File: src/offload_settings.svh
// --------------------------------------
// Width macros for the offload path
// --------------------------------------
`ifndef OFFLOAD_SETTINGS_SVH
`define OFFLOAD_SETTINGS_SVH

// Operand and result word
`define OFFLOAD_DATA_WIDTH 32

// Transaction id carried back with each response
`define OFFLOAD_ID_WIDTH 5

// Divider counter covers the load cycle, 32 steps and the fix-up cycle
`define OFFLOAD_DIV_CNT_WIDTH 6

`endif

File: src/offload_pkg.sv
// --------------------------------------
// Offload package with opcode, id, data
// and divider state types
// --------------------------------------
`include "offload_settings.svh"

package offload_pkg;

  // One operand or result word
  typedef logic [`OFFLOAD_DATA_WIDTH-1:0] offload_data_t;

  // Id chosen by the issuing core
  typedef logic [`OFFLOAD_ID_WIDTH-1:0] offload_id_t;

  // Integer opcodes served by the two accelerators
  typedef enum logic [2:0] {
    OP_MUL   = 3'd0,
    OP_MULH  = 3'd1,
    OP_MULHU = 3'd2,
    OP_DIV   = 3'd3,
    OP_DIVU  = 3'd4,
    OP_REM   = 3'd5,
    OP_REMU  = 3'd6
  } offload_op_e;

  // Iterative divider control
  typedef enum logic [1:0] {
    DIV_IDLE = 2'd0,
    DIV_RUN  = 2'd1,
    DIV_DONE = 2'd2
  } div_state_e;

endpackage

File: src/offload_spill_reg.sv
// --------------------------------------
// Two-slot skid buffer on a valid/ready
// stream with optional bypass
// --------------------------------------
`timescale 1ns/100ps

module offload_spill_reg #(
  parameter int unsigned Width  = 32,
  parameter bit          Bypass = 1'b0
) (
  input  logic             clk_i,
  input  logic             rst_i,
  input  logic             valid_i,
  output logic             ready_o,
  input  logic [Width-1:0] data_i,
  output logic             valid_o,
  input  logic             ready_i,
  output logic [Width-1:0] data_o
);

  if (Bypass) begin : gen_bypass
    // Plain wires when no cut is wanted
    assign valid_o = valid_i;
    assign ready_o = ready_i;
    assign data_o  = data_i;
  end else begin : gen_spill
    logic             a_full_q;
    logic             b_full_q;
    logic [Width-1:0] a_data_q;
    logic [Width-1:0] b_data_q;
    logic             a_fill;
    logic             a_drain;
    logic             b_fill;
    logic             b_drain;

    // Slot A takes new input
    assign a_fill  = valid_i & ready_o;
    // A empties while B is free, either to the output or into B
    assign a_drain = a_full_q & ~b_full_q;
    // B catches A when the output stalls
    assign b_fill  = a_drain & ~ready_i;
    assign b_drain = b_full_q & ready_i;

    always_ff @(posedge clk_i or posedge rst_i) begin
      if (rst_i) begin
        a_full_q <= 1'b0;
        b_full_q <= 1'b0;
      end else begin
        if (a_fill | a_drain) begin
          a_full_q <= a_fill;
        end
        if (b_fill | b_drain) begin
          b_full_q <= b_fill;
        end
      end
    end

    always_ff @(posedge clk_i) begin
      if (a_fill) begin
        a_data_q <= data_i;
      end
      if (b_fill) begin
        b_data_q <= a_data_q;
      end
    end

    // B always holds the older item
    assign valid_o = a_full_q | b_full_q;
    assign data_o  = b_full_q ? b_data_q : a_data_q;
    assign ready_o = ~a_full_q | ~b_full_q;
  end

endmodule

File: src/offload_dispatch.sv
// --------------------------------------
// Request cut register and opcode based
// steering to multiplier or divider
// --------------------------------------
`timescale 1ns/100ps

module offload_dispatch (
  input  logic                       clk_i,
  input  logic                       rst_i,
  input  logic                       req_valid_i,
  output logic                       req_ready_o,
  input  offload_pkg::offload_op_e   req_op_i,
  input  offload_pkg::offload_id_t   req_id_i,
  input  offload_pkg::offload_data_t req_opa_i,
  input  offload_pkg::offload_data_t req_opb_i,
  // Multiplier request
  output logic                       mul_valid_o,
  input  logic                       mul_ready_i,
  output offload_pkg::offload_op_e   mul_op_o,
  output offload_pkg::offload_id_t   mul_id_o,
  output offload_pkg::offload_data_t mul_opa_o,
  output offload_pkg::offload_data_t mul_opb_o,
  // Divider request
  output logic                       div_valid_o,
  input  logic                       div_ready_i,
  output offload_pkg::offload_op_e   div_op_o,
  output offload_pkg::offload_id_t   div_id_o,
  output offload_pkg::offload_data_t div_opa_o,
  output offload_pkg::offload_data_t div_opb_o
);
  import offload_pkg::*;

  localparam int unsigned OpW   = $bits(offload_op_e);
  localparam int unsigned IdW   = $bits(offload_id_t);
  localparam int unsigned DataW = $bits(offload_data_t);
  localparam int unsigned ReqW  = OpW + IdW + 2 * DataW;

  logic            ready_en_q;
  logic            spill_ready;
  logic            head_valid;
  logic            head_ready;
  logic [ReqW-1:0] head_data;
  offload_op_e     head_op;
  offload_id_t     head_id;
  offload_data_t   head_opa;
  offload_data_t   head_opb;
  logic            head_is_div;

  // Opens the input one cycle after reset release
  always_ff @(posedge clk_i or posedge rst_i) begin
    if (rst_i) begin
      ready_en_q <= 1'b0;
    end else begin
      ready_en_q <= 1'b1;
    end
  end

  assign req_ready_o = spill_ready & ready_en_q;

  offload_spill_reg #(
    .Width  ( ReqW ),
    .Bypass ( 1'b0 )
  ) u_req_cut (
    .clk_i   ( clk_i                                          ),
    .rst_i   ( rst_i                                          ),
    .valid_i ( req_valid_i & ready_en_q                       ),
    .ready_o ( spill_ready                                    ),
    .data_i  ( {req_op_i, req_id_i, req_opa_i, req_opb_i}     ),
    .valid_o ( head_valid                                     ),
    .ready_i ( head_ready                                     ),
    .data_o  ( head_data                                      )
  );

  // Unpack the registered request
  assign head_op  = offload_op_e'(head_data[ReqW-1 -: OpW]);
  assign head_id  = head_data[2*DataW +: IdW];
  assign head_opa = head_data[DataW +: DataW];
  assign head_opb = head_data[0 +: DataW];

  // Opcode class picks the target unit
  assign head_is_div = head_op inside {OP_DIV, OP_DIVU, OP_REM, OP_REMU};
  assign mul_valid_o = head_valid & ~head_is_div;
  assign div_valid_o = head_valid & head_is_div;
  // Only the addressed unit can stall the head
  assign head_ready  = head_is_div ? div_ready_i : mul_ready_i;

  assign mul_op_o  = head_op;
  assign mul_id_o  = head_id;
  assign mul_opa_o = head_opa;
  assign mul_opb_o = head_opb;
  assign div_op_o  = head_op;
  assign div_id_o  = head_id;
  assign div_opa_o = head_opa;
  assign div_opb_o = head_opb;

endmodule

File: src/offload_mul_unit.sv
// --------------------------------------
// Two-stage pipelined 32x32 multiplier
// --------------------------------------
`timescale 1ns/100ps
`include "offload_settings.svh"

module offload_mul_unit (
  input  logic                       clk_i,
  input  logic                       rst_i,
  input  logic                       req_valid_i,
  output logic                       req_ready_o,
  input  offload_pkg::offload_op_e   req_op_i,
  input  offload_pkg::offload_id_t   req_id_i,
  input  offload_pkg::offload_data_t req_opa_i,
  input  offload_pkg::offload_data_t req_opb_i,
  output logic                       resp_valid_o,
  input  logic                       resp_ready_i,
  output offload_pkg::offload_id_t   resp_id_o,
  output offload_pkg::offload_data_t resp_data_o
);
  import offload_pkg::*;

  localparam int unsigned DW = `OFFLOAD_DATA_WIDTH;

  logic            advance;
  logic            mulh_signed;
  logic [2*DW-1:0] full_prod;
  // Stage one holds the full product
  logic            s1_valid_q;
  offload_id_t     s1_id_q;
  logic [2*DW-1:0] s1_prod_q;
  logic            s1_high_q;
  // Stage two holds the selected word
  logic            s2_valid_q;
  offload_id_t     s2_id_q;
  offload_data_t   s2_data_q;

  // Whole pipe moves only when the output slot is free or leaving
  assign advance     = ~s2_valid_q | resp_ready_i;
  assign req_ready_o = advance;

  // MUL low word is sign agnostic so only MULH extends the sign
  assign mulh_signed = (req_op_i == OP_MULH);
  assign full_prod   = $signed({mulh_signed & req_opa_i[DW-1], req_opa_i})
                     * $signed({mulh_signed & req_opb_i[DW-1], req_opb_i});

  always_ff @(posedge clk_i or posedge rst_i) begin
    if (rst_i) begin
      s1_valid_q <= 1'b0;
      s2_valid_q <= 1'b0;
    end else if (advance) begin
      s1_valid_q <= req_valid_i;
      s2_valid_q <= s1_valid_q;
    end
  end

  always_ff @(posedge clk_i) begin
    if (advance) begin
      s1_id_q   <= req_id_i;
      s1_prod_q <= full_prod;
      s1_high_q <= (req_op_i != OP_MUL);
      s2_id_q   <= s1_id_q;
      s2_data_q <= s1_high_q ? s1_prod_q[2*DW-1:DW] : s1_prod_q[DW-1:0];
    end
  end

  assign resp_valid_o = s2_valid_q;
  assign resp_id_o    = s2_id_q;
  assign resp_data_o  = s2_data_q;

endmodule

File: src/offload_div_unit.sv
// --------------------------------------
// Iterative radix-2 divider with RISC-V
// zero and overflow results
// --------------------------------------
`timescale 1ns/100ps
`include "offload_settings.svh"

module offload_div_unit (
  input  logic                       clk_i,
  input  logic                       rst_i,
  input  logic                       req_valid_i,
  output logic                       req_ready_o,
  input  offload_pkg::offload_op_e   req_op_i,
  input  offload_pkg::offload_id_t   req_id_i,
  input  offload_pkg::offload_data_t req_opa_i,
  input  offload_pkg::offload_data_t req_opb_i,
  output logic                       resp_valid_o,
  input  logic                       resp_ready_i,
  output offload_pkg::offload_id_t   resp_id_o,
  output offload_pkg::offload_data_t resp_data_o
);
  import offload_pkg::*;

  localparam int unsigned   DW     = `OFFLOAD_DATA_WIDTH;
  localparam int unsigned   CW     = `OFFLOAD_DIV_CNT_WIDTH;
  // Count 0 loads, 1 to DW iterate, DW+1 fixes up
  localparam logic [CW-1:0] CntFix = CW'(DW + 1);

  div_state_e    state_q;
  logic [CW-1:0] cnt_q;
  offload_op_e   op_q;
  offload_id_t   id_q;
  offload_data_t opa_q;
  offload_data_t opb_q;
  offload_data_t quo_q;
  offload_data_t rem_q;
  offload_data_t dsr_q;
  offload_data_t res_q;
  logic          is_signed;
  logic          is_rem;
  logic          neg_a;
  logic          neg_b;
  logic          div_zero;
  logic          overflow;
  logic [DW:0]   rem_shift;
  logic          sub_ok;
  offload_data_t quo_fix;
  offload_data_t rem_fix;

  // ------------------------------------
  // Operand classes
  // ------------------------------------
  assign is_signed = op_q inside {OP_DIV, OP_REM};
  assign is_rem    = op_q inside {OP_REM, OP_REMU};
  assign neg_a     = is_signed & opa_q[DW-1];
  assign neg_b     = is_signed & opb_q[DW-1];
  assign div_zero  = (opb_q == '0);
  // Most negative value divided by minus one
  assign overflow  = is_signed & (opa_q == {1'b1, {(DW-1){1'b0}}}) & (opb_q == '1);

  // Shift in the next dividend bit and try the subtraction
  assign rem_shift = {rem_q, quo_q[DW-1]};
  assign sub_ok    = (rem_shift >= {1'b0, dsr_q});
  // Quotient sign from both operands, remainder follows the dividend
  assign quo_fix   = (neg_a ^ neg_b) ? -quo_q : quo_q;
  assign rem_fix   = neg_a ? -rem_q : rem_q;

  // ------------------------------------
  // Control FSM
  // ------------------------------------
  always_ff @(posedge clk_i or posedge rst_i) begin
    if (rst_i) begin
      state_q <= DIV_IDLE;
      cnt_q   <= '0;
    end else begin
      case (state_q)
        DIV_IDLE: begin
          cnt_q <= '0;
          if (req_valid_i) begin
            state_q <= DIV_RUN;
          end
        end
        DIV_RUN: begin
          cnt_q <= cnt_q + CW'(1);
          if (cnt_q == CntFix) begin
            state_q <= DIV_DONE;
          end
        end
        DIV_DONE: begin
          if (resp_ready_i) begin
            state_q <= DIV_IDLE;
          end
        end
        default: state_q <= DIV_IDLE;
      endcase
    end
  end

  // ------------------------------------
  // Datapath
  // ------------------------------------
  always_ff @(posedge clk_i) begin
    if ((state_q == DIV_IDLE) && req_valid_i) begin
      op_q  <= req_op_i;
      id_q  <= req_id_i;
      opa_q <= req_opa_i;
      opb_q <= req_opb_i;
    end else if (state_q == DIV_RUN) begin
      if (cnt_q == '0) begin
        // Load magnitudes
        quo_q <= neg_a ? -opa_q : opa_q;
        dsr_q <= neg_b ? -opb_q : opb_q;
        rem_q <= '0;
      end else if (cnt_q == CntFix) begin
        if (div_zero) begin
          res_q <= is_rem ? opa_q : '1;
        end else if (overflow) begin
          res_q <= is_rem ? '0 : opa_q;
        end else begin
          res_q <= is_rem ? rem_fix : quo_fix;
        end
      end else begin
        // True difference is below 2^DW so the low bits suffice
        rem_q <= sub_ok ? rem_shift[DW-1:0] - dsr_q : rem_shift[DW-1:0];
        quo_q <= {quo_q[DW-2:0], sub_ok};
      end
    end
  end

  assign req_ready_o  = (state_q == DIV_IDLE);
  assign resp_valid_o = (state_q == DIV_DONE);
  assign resp_id_o    = id_q;
  assign resp_data_o  = res_q;

endmodule

File: src/offload_resp_merge.sv
// --------------------------------------
// Round-robin merge of unit responses
// and response cut register
// --------------------------------------
`timescale 1ns/100ps

module offload_resp_merge (
  input  logic                       clk_i,
  input  logic                       rst_i,
  input  logic                       mul_valid_i,
  output logic                       mul_ready_o,
  input  offload_pkg::offload_id_t   mul_id_i,
  input  offload_pkg::offload_data_t mul_data_i,
  input  logic                       div_valid_i,
  output logic                       div_ready_o,
  input  offload_pkg::offload_id_t   div_id_i,
  input  offload_pkg::offload_data_t div_data_i,
  output logic                       resp_valid_o,
  input  logic                       resp_ready_i,
  output offload_pkg::offload_id_t   resp_id_o,
  output offload_pkg::offload_data_t resp_data_o
);
  import offload_pkg::*;

  localparam int unsigned RespW = $bits(offload_id_t) + $bits(offload_data_t);

  logic             prio_div_q;
  logic             grant_div;
  logic             arb_valid;
  logic             arb_ready;
  logic [RespW-1:0] arb_data;
  logic [RespW-1:0] out_data;

  // Divider wins when alone or when it holds priority
  assign grant_div   = div_valid_i & (~mul_valid_i | prio_div_q);
  assign arb_valid   = mul_valid_i | div_valid_i;
  assign arb_data    = grant_div ? {div_id_i, div_data_i} : {mul_id_i, mul_data_i};
  assign mul_ready_o = arb_ready & ~grant_div;
  assign div_ready_o = arb_ready & grant_div;

  // Priority moves to the unit that lost
  always_ff @(posedge clk_i or posedge rst_i) begin
    if (rst_i) begin
      prio_div_q <= 1'b0;
    end else if (arb_valid & arb_ready) begin
      prio_div_q <= ~grant_div;
    end
  end

  offload_spill_reg #(
    .Width  ( RespW ),
    .Bypass ( 1'b0  )
  ) u_resp_cut (
    .clk_i   ( clk_i        ),
    .rst_i   ( rst_i        ),
    .valid_i ( arb_valid    ),
    .ready_o ( arb_ready    ),
    .data_i  ( arb_data     ),
    .valid_o ( resp_valid_o ),
    .ready_i ( resp_ready_i ),
    .data_o  ( out_data     )
  );

  assign {resp_id_o, resp_data_o} = out_data;

endmodule

File: src/offload_cc.sv
// --------------------------------------
// Offload top: dispatch, multiplier,
// divider and response merge
// --------------------------------------
`timescale 1ns/100ps

module offload_cc (
  input  logic                       clk_i,
  input  logic                       rst_i,
  // Request from the issuing core
  input  logic                       req_valid_i,
  output logic                       req_ready_o,
  input  offload_pkg::offload_op_e   req_op_i,
  input  offload_pkg::offload_id_t   req_id_i,
  input  offload_pkg::offload_data_t req_opa_i,
  input  offload_pkg::offload_data_t req_opb_i,
  // Response to the core
  output logic                       resp_valid_o,
  input  logic                       resp_ready_i,
  output offload_pkg::offload_id_t   resp_id_o,
  output offload_pkg::offload_data_t resp_data_o
);
  import offload_pkg::*;

  // Multiplier streams
  logic          mul_req_valid;
  logic          mul_req_ready;
  offload_op_e   mul_req_op;
  offload_id_t   mul_req_id;
  offload_data_t mul_req_opa;
  offload_data_t mul_req_opb;
  logic          mul_resp_valid;
  logic          mul_resp_ready;
  offload_id_t   mul_resp_id;
  offload_data_t mul_resp_data;
  // Divider streams
  logic          div_req_valid;
  logic          div_req_ready;
  offload_op_e   div_req_op;
  offload_id_t   div_req_id;
  offload_data_t div_req_opa;
  offload_data_t div_req_opb;
  logic          div_resp_valid;
  logic          div_resp_ready;
  offload_id_t   div_resp_id;
  offload_data_t div_resp_data;

  offload_dispatch u_dispatch (
    .clk_i       ( clk_i         ),
    .rst_i       ( rst_i         ),
    .req_valid_i ( req_valid_i   ),
    .req_ready_o ( req_ready_o   ),
    .req_op_i    ( req_op_i      ),
    .req_id_i    ( req_id_i      ),
    .req_opa_i   ( req_opa_i     ),
    .req_opb_i   ( req_opb_i     ),
    .mul_valid_o ( mul_req_valid ),
    .mul_ready_i ( mul_req_ready ),
    .mul_op_o    ( mul_req_op    ),
    .mul_id_o    ( mul_req_id    ),
    .mul_opa_o   ( mul_req_opa   ),
    .mul_opb_o   ( mul_req_opb   ),
    .div_valid_o ( div_req_valid ),
    .div_ready_i ( div_req_ready ),
    .div_op_o    ( div_req_op    ),
    .div_id_o    ( div_req_id    ),
    .div_opa_o   ( div_req_opa   ),
    .div_opb_o   ( div_req_opb   )
  );

  offload_mul_unit u_mul (
    .clk_i        ( clk_i          ),
    .rst_i        ( rst_i          ),
    .req_valid_i  ( mul_req_valid  ),
    .req_ready_o  ( mul_req_ready  ),
    .req_op_i     ( mul_req_op     ),
    .req_id_i     ( mul_req_id     ),
    .req_opa_i    ( mul_req_opa    ),
    .req_opb_i    ( mul_req_opb    ),
    .resp_valid_o ( mul_resp_valid ),
    .resp_ready_i ( mul_resp_ready ),
    .resp_id_o    ( mul_resp_id    ),
    .resp_data_o  ( mul_resp_data  )
  );

  offload_div_unit u_div (
    .clk_i        ( clk_i          ),
    .rst_i        ( rst_i          ),
    .req_valid_i  ( div_req_valid  ),
    .req_ready_o  ( div_req_ready  ),
    .req_op_i     ( div_req_op     ),
    .req_id_i     ( div_req_id     ),
    .req_opa_i    ( div_req_opa    ),
    .req_opb_i    ( div_req_opb    ),
    .resp_valid_o ( div_resp_valid ),
    .resp_ready_i ( div_resp_ready ),
    .resp_id_o    ( div_resp_id    ),
    .resp_data_o  ( div_resp_data  )
  );

  offload_resp_merge u_merge (
    .clk_i        ( clk_i          ),
    .rst_i        ( rst_i          ),
    .mul_valid_i  ( mul_resp_valid ),
    .mul_ready_o  ( mul_resp_ready ),
    .mul_id_i     ( mul_resp_id    ),
    .mul_data_i   ( mul_resp_data  ),
    .div_valid_i  ( div_resp_valid ),
    .div_ready_o  ( div_resp_ready ),
    .div_id_i     ( div_resp_id    ),
    .div_data_i   ( div_resp_data  ),
    .resp_valid_o ( resp_valid_o   ),
    .resp_ready_i ( resp_ready_i   ),
    .resp_id_o    ( resp_id_o      ),
    .resp_data_o  ( resp_data_o    )
  );

endmodule

File: config.mk
export PLATFORM = sky130hd
export DESIGN_NAME = offload_cc
export DESIGN_NICKNAME = d
export VERILOG_FILES = /design/src/offload_pkg.sv /design/src/offload_spill_reg.sv /design/src/offload_dispatch.sv /design/src/offload_mul_unit.sv /design/src/offload_div_unit.sv /design/src/offload_resp_merge.sv /design/src/offload_cc.sv
export VERILOG_INCLUDE_DIRS = /design/src
export SDC_FILE = /design/constraint.sdc
export NUM_CORES = 2
export LEC_CHECK = 0
export BUFFER_PORTS_ARGS = -buffer_cell sky130_fd_sc_hd__buf_2
export CAP_MARGIN = 5
export CORE_MARGIN = 4
export CORE_UTILIZATION = 58
export DETAILED_ROUTE_END_ITERATION = 16
export PLACE_DENSITY = 0.71
export SETUP_SLACK_MARGIN = 0.05
export SLEW_MARGIN = 20
export SYNTH_ARGS = -nofsm -noshare
export SYNTH_HDL_FRONTEND = slang
export SYNTH_HIERARCHICAL = 1
export SYNTH_SLANG_ARGS = --single-unit
File: constraint.sdc
create_clock -name clk_i -period 15.3 [get_ports clk_i]
set_clock_uncertainty 0.05 [all_clocks]
set_input_delay 0 -clock clk_i [delete_from_list [all_inputs] [get_ports clk_i]]
set_output_delay 0 -clock clk_i [all_outputs]
set_load 0.02 [all_outputs]
Yosys cells after proc, flatten, opt, wreduce, memory -nomap -nowiden. Index checks and enable logic that the tools add are counted.

Bits in registers: 541. Output and inout port bits: 39. Input bits: 76. Word-level logic and storage cells: 132.

Bitwise logic cells: 44. Eq/ne operators: 17. $lt $le $gt $ge: 1. Add/subtract/negate cells: 6. Multipliers: 1. Multiplexer cells: 23. Reductions and logical operators: 13.

Operators by type and width (count): 2-to-1 mux 32 bit (14); negation 32 bit (4); 2-to-1 mux 37 bit (2); 2-to-1 mux 72 bit (1); == test 32 bit (second input constant) (2); multiplier 33 x 33 -> 64 bit (1); >= comparator 33 x 32 -> 1 bit (1); logical NOT 32 bit (1); subtractor 32 bit (1); AND 1 bit (21); == test 3 bit (second input constant) (5); one-hot mux 6 bit (2 select lines) (1); NOT 1 bit (11); OR 1 bit (11); AND reduction 3 bit (3); adder 6 x 1 -> 6 bit (second input constant) (1); == test 3 x 2 -> 1 bit (second input constant) (2); == test 6 bit (second input constant) (1); logical NOT 6 bit (1); 2-to-1 mux 2 bit (3); one-hot mux 2 bit (3 select lines) (1); nonzero test 2 bit (3); inequality test 2 x 1 -> 1 bit (second input constant) (2); inequality test 2 bit (second input constant) (2); 10 further kinds (10).

Logic depth before layout (Yosys ltp).
Depth in word-level cells: 10. Depth in mapped cells: 36. Mapped depth without buffers: 30.

Modules after synthesis. Netlist, hierarchy kept.

By module, submodules not included: offload_mul_unit (area each 41325.9 µm², sequential area each 3263.1 µm², cells an instance 4302, instances 1); offload_div_unit (area each 12577.1 µm², sequential area each 6206.0 µm², cells an instance 1238, instances 1); offload_spill_reg (u_dispatch.u_req_cut) (area each 5353.9 µm², sequential area each 4374.2 µm², cells an instance 234, instances 1); offload_spill_reg (u_merge.u_resp_cut) (area each 2945.3 µm², sequential area each 2272.2 µm², cells an instance 125, instances 1); offload_dispatch (area each 639.4 µm², sequential area each 25.0 µm², cells an instance 82, instances 1); offload_resp_merge (area each 621.8 µm², sequential area each 25.0 µm², cells an instance 50, instances 1).

Least setup slack after synthesis. No wires, ideal clock.

Path type: flip-flop to flip-flop. From: register u_div.state_q[1]. To: register u_dispatch.u_req_cut.gen_spill.b_data_q[0] (enable). Path slack: 5.046 ns. Data required time: 14.644 ns. Arrival time: 9.599 ns. Setup time: 0.606 ns. Buffers on the path: 3. Stages on the path, launching flop included: 10. Period minus slack after synthesis: 10.254 ns. Path through: dfrtp_1 -> clkbuf_1 -> nor2b_1 -> o21ai_2 -> buf_6 -> buf_12 -> and2_1 -> nand2b_1 -> mux2_4 -> nor3b_1.

Cells in the longest elaborated chain, start to end: 8. Elaborated cells between the ends (all ways): 9. Classes of those cells: eq/ne (1); mux (1); bitwise (6); reduce/logical (1).

Ends and longest elaborated chain: from (decl) (line offload_div_unit.sv:29) `div_state_e state_q;`; from (signal assigned) (line offload_div_unit.sv:73) `state_q <= DIV_IDLE;`; from (signal assigned) (line offload_div_unit.sv:80) `state_q <= DIV_RUN;`; from (signal assigned) (line offload_div_unit.sv:86) `state_q <= DIV_DONE;`; == test 2 bit (line offload_div_unit.sv:131) `assign resp_valid_o = (state_q == DIV_DONE);`; net div_resp_valid (line offload_cc.sv:43) `logic div_resp_valid;`; AND 1 bit (line offload_resp_merge.sv:35) `assign grant_div = div_valid_i & (~mul_valid_i | prio_div_q);`; NOT 1 bit (line offload_resp_merge.sv:38) `assign mul_ready_o = arb_ready & ~grant_div;`; AND 1 bit (line offload_resp_merge.sv:38); net mul_resp_ready (line offload_cc.sv:33) `logic mul_resp_ready;`; OR 1 bit (line offload_mul_unit.sv:39) `assign advance = ~s2_valid_q | resp_ready_i;`; net mul_req_ready (line offload_cc.sv:27) `logic mul_req_ready;`; 2-to-1 mux 1 bit (line offload_dispatch.sv:85) `assign head_ready = head_is_div ? div_ready_i : mul_ready_i;`; net u_dispatch.head_ready (line offload_dispatch.sv:41) `logic head_ready;`; NOT 1 bit (line offload_spill_reg.sv:41) `assign b_fill = a_drain & ~ready_i;`; AND 1 bit (line offload_spill_reg.sv:41); net u_dispatch.u_req_cut.gen_spill.b_fill (line offload_spill_reg.sv:33) `logic b_fill;`; to (signal assigned) (line offload_spill_reg.sv:63) `b_data_q <= a_data_q;`; to (decl) (line offload_spill_reg.sv:30) `logic [Width-1:0] b_data_q;`.

The timed path passes the listed nets, and every way through them passes these cells. A chain may end at the register's enable or synchronous reset.

Worst setup path after layout.
From: register u_dispatch.u_req_cut.gen_spill.b_full_q. To: register u_mul.s1_prod_q[56] (data pin).

Elaborated cells between the ends (all ways): 5. Classes of those cells: mul (1); eq/ne (1); mux (1); bitwise (2).

RTL lines: from (decl) (line offload_spill_reg.sv:28) `logic b_full_q;`; from (signal assigned) (line offload_spill_reg.sv:53) `b_full_q <= b_fill;`; 2-to-1 mux 72 bit (line offload_spill_reg.sv:69) `assign data_o = b_full_q ? b_data_q : a_data_q;`; net div_req_opa[15] (line offload_cc.sv:41) `offload_data_t div_req_opa;`; multiplier 33 x 33 -> 64 bit (line offload_mul_unit.sv:45) `* $signed({mulh_signed & req_opb_i[DW-1], req_opb_i});`; net u_mul.full_prod[56] (line offload_mul_unit.sv:27) `logic [2*DW-1:0] full_prod;`; to (signal assigned) (line offload_mul_unit.sv:60) `s1_prod_q <= full_prod;`; to (decl) (line offload_mul_unit.sv:31) `logic [2*DW-1:0] s1_prod_q;`.

The timed path passes the listed nets, and every way through them passes these cells.

==> impl_metrics.json <==
{
  "initialDrtViolationCount": 4205,
  "slew_viol_final": 0,
  "setup_viol": 0,
  "netlist_area_sq_mm": 0.0635,
  "yosys_warnings": 6,
  "cts_sinks": 541,
  "crit_end": "u_mul/s1_prod_q[56]",
  "startpoint": "u_dispatch/u_req_cut/gen_spill.b_full_q",
  "setup_tns_ns": 0,
  "yosysTopAreaCellShare": 0.355,
  "ys_seq_elements": 541,
  "hold_violations": 0,
  "numCtsBuffers": 54,
  "slowest_delay_ns": 0.83,
  "slew_headroom": 0.207,
  "status": "finished clean",
  "grt_max_degree": 72,
  "die_y_um": 339,
  "final_cell_area_sq_mm": 0.0674,
  "cts.clk_slew.worst_paths_ns": 0.07,
  "startpoint_type": "flop",
  "dr.pass1.iters": 8,
  "vias": 44100,
  "portBuffers": 114,
  "critical_path_class": "reg -> reg",
  "timing.rr.end": "u_mul/s1_prod_q[56]",
  "cp-end-kind": "flop",
  "crit_required_ns": 15.64,
  "grt_antenna_before_repair": 12,
  "ant_nets": 0,
  "tightest_slew_ns": 1.19,
  "syn_nets": 7485,
  "syn_inst": 6031,
  "rows": 121,
  "syn_to_final_growth_pct": 6.17,
  "crit_top_cell": "fa_1",
  "cts-resized-gates": 0,
  "grt_usage": 0.327,
  "post-route-min-period_ns": 10.30,
  "setup_ws_ns": 5.00,
  "gp_congestion": 0.963,
  "dieArea_sq_mm": 0.115,
  "hold_path.class": "in -> reg",
  "nFillCells": 8712,
  "r2r_start": "u_dispatch/u_req_cut/gen_spill.b_full_q",
  "r2r_slack_ns": 5.00,
  "synth_edf_count": 525,
  "clockBufferDepth": 3,
  "synthFlopType": "edfxtp_1",
  "grt_pass1_vias": 47400,
  "wl_per_cell_um": 24.7,
  "yosysMostFrequentCell": "inv_1",
  "start_util": 0.584,
  "cp.arrival_ns": 10.64,
  "wl_mm": 184,
  "root_buffer": "clkbuf_16",
  "post_cts_buffers": 0,
  "vias_per_cell": 5.91,
  "postSynthAreaPerCell_sq_um": 10.5,
  "clk_latency_ns": 0.67,
  "drc_errors": 0,
  "crit_path_top_delay_cell": "dfrtp_4",
  "ys_async_sr_fraction": 0.0296,
  "dp_slack_ns": 5.10,
  "rsz0062_at_grt": "no",
  "synth.yosys.seq_area_share": 0.255,
  "synth_common_cells": "inv_1, fa_1, nand2_1, edfxtp_1, and2_1",
  "place_area_sq_mm": 0.0645,
  "min_path_cells": 2,
  "crit_path_max_fanout": 41,
  "grt_pass1_wl_mm": 285,
  "dp.final_hpwl_mm": 129,
  "final_layout_size_suffix_gt1_frac": 0.0833,
  "core_sq_mm": 0.109,
  "htree_levels": 2,
  "layout.cells.non_filler": 7461,
  "synth.area.top_cells": "fa_1, edfxtp_1, inv_1",
  "grt_overflow": 0,
  "die_w_um": 339,
  "final_nets": 7449,
  "max_freq_mhz": 97.1,
  "yosysTopAreaCell": "fa_1",
  "cap_violations": 0,
  "cts_tree": "built",
  "min_period_over_period": 0.673,
  "dp.cells": 7245,
  "synth_cell_types": 95,
  "num_io_pins": 115,
  "reg2regPathDepth": 28
}
==> flip-flops by register name, summed over array words and instances, names as in the netlist, 6 cells and up <==
| register | flops |
|---|---|
| u_dispatch/u_req_cut/gen_spill.a_data_q | 72 |
| u_dispatch/u_req_cut/gen_spill.b_data_q | 72 |
| u_mul/s1_prod_q | 64 |
| u_merge/u_resp_cut/gen_spill.a_data_q | 37 |
| u_merge/u_resp_cut/gen_spill.b_data_q | 37 |
| u_div/dsr_q | 32 |
| u_div/opa_q | 32 |
| u_div/opb_q | 32 |
| u_div/quo_q | 32 |
| u_div/rem_q | 32 |
| u_div/resp_data_o | 32 |
| u_mul/resp_data_o | 32 |
| u_div/cnt_q | 6 |
==> layout by cell type (no fill, tap or decap), types with 20 or more instances in the layout <==
cell type and n:
nand3_1 37, ha_1 252, buf_2 114, edfxtp_1 525
nor3_1 43, a21oi_1 128, buf_4 61, a21o_1 47
clkbuf_16 54, mux2_4 68, nand2_1 891, mux2_2 114
xnor2_1 141, and2_1 317, o31ai_1 28, nand4_1 27
o21ai_0 125, nand2b_1 21, o21ai_1 20, mux2i_1 26
nor2_1 155, dlygate4sd3_1 108, inv_1 1176, and3_1 27
xor2_1 84, fa_1 1126
==> area by class of cell <==
cell class	count	area [sq um]	share of cell area
multi-input cells	3939	41100	0.610
flip-flops and latches	541	16200	0.240
inverters	1176	4410	0.0655
repair buffers	283	2110	0.0313
well taps	1414	1770	0.0263
clock buffers	60	1370	0.0204
clock inverters	42	445	0.00661
diodes	6	15.0	0.000223
==> metrics by stage <==
step	hold WS (ns)	utilization
after floorplan	-0.321	-
after global placement	-0.128	0.593
after detailed placement	-0.133	0.593
after CTS	0.00166	0.620
after global routing	0.0160	0.620
final	0.0261	0.620
==> routing by layer <==
layer	track usage	part of all wire
met4	0.171	0.063
met1	0.424	0.38
met5	0	0.000060
met3	0.0682	0.097
met2	0.524	0.46
==> timing repair <==
action,in CTS,in global routing
endpoints found under the hold margin,127,0
setup endpoints to repair,0,0
hold buffers,108,0
==> how the worst min path moves through the flow <==
stage / start / end / slack [ns]
after floorplan: rst_i / u_dispatch/ready_en_q / -0.32
after global placement: rst_i / u_dispatch/ready_en_q / -0.13
after detailed placement: rst_i / u_merge/prio_div_q / -0.13
after CTS: req_opa_i[8] / u_dispatch/u_req_cut/gen_spill.a_data_q[40] / 0.002
after global routing: req_op_i[2] / u_dispatch/u_req_cut/gen_spill.a_data_q[71] / 0.02
final: req_op_i[2] / u_dispatch/u_req_cut/gen_spill.a_data_q[71] / 0.03
==> cell families after synthesis <==
group	synth area share
buffers and inverters	0.0992
adder cells (fa/ha/maj)	0.405
multiplexers	0.0404
flip-flops	0.255
AO/OA/AOI/OAI	0.0513
AND/OR/NAND/NOR	0.118
other	0.0000591
XOR/XNOR	0.0313
==> critical path, delay by kind of cell (launching register included) <==
kind	cells	cell delay, ns
AND/OR/NAND/NOR	1	0.18
buffers and inverters	7	1.46
adder cells (fa/ha/maj)	9	4.44
multiplexers	1	0.28
flip-flops	1	0.83
XOR/XNOR	1	0.08
AO/OA/AOI/OAI	9	2.60
Power is not shown: default switching activity piles up to over one toggle a cycle in this logic, so the estimate is an artifact.
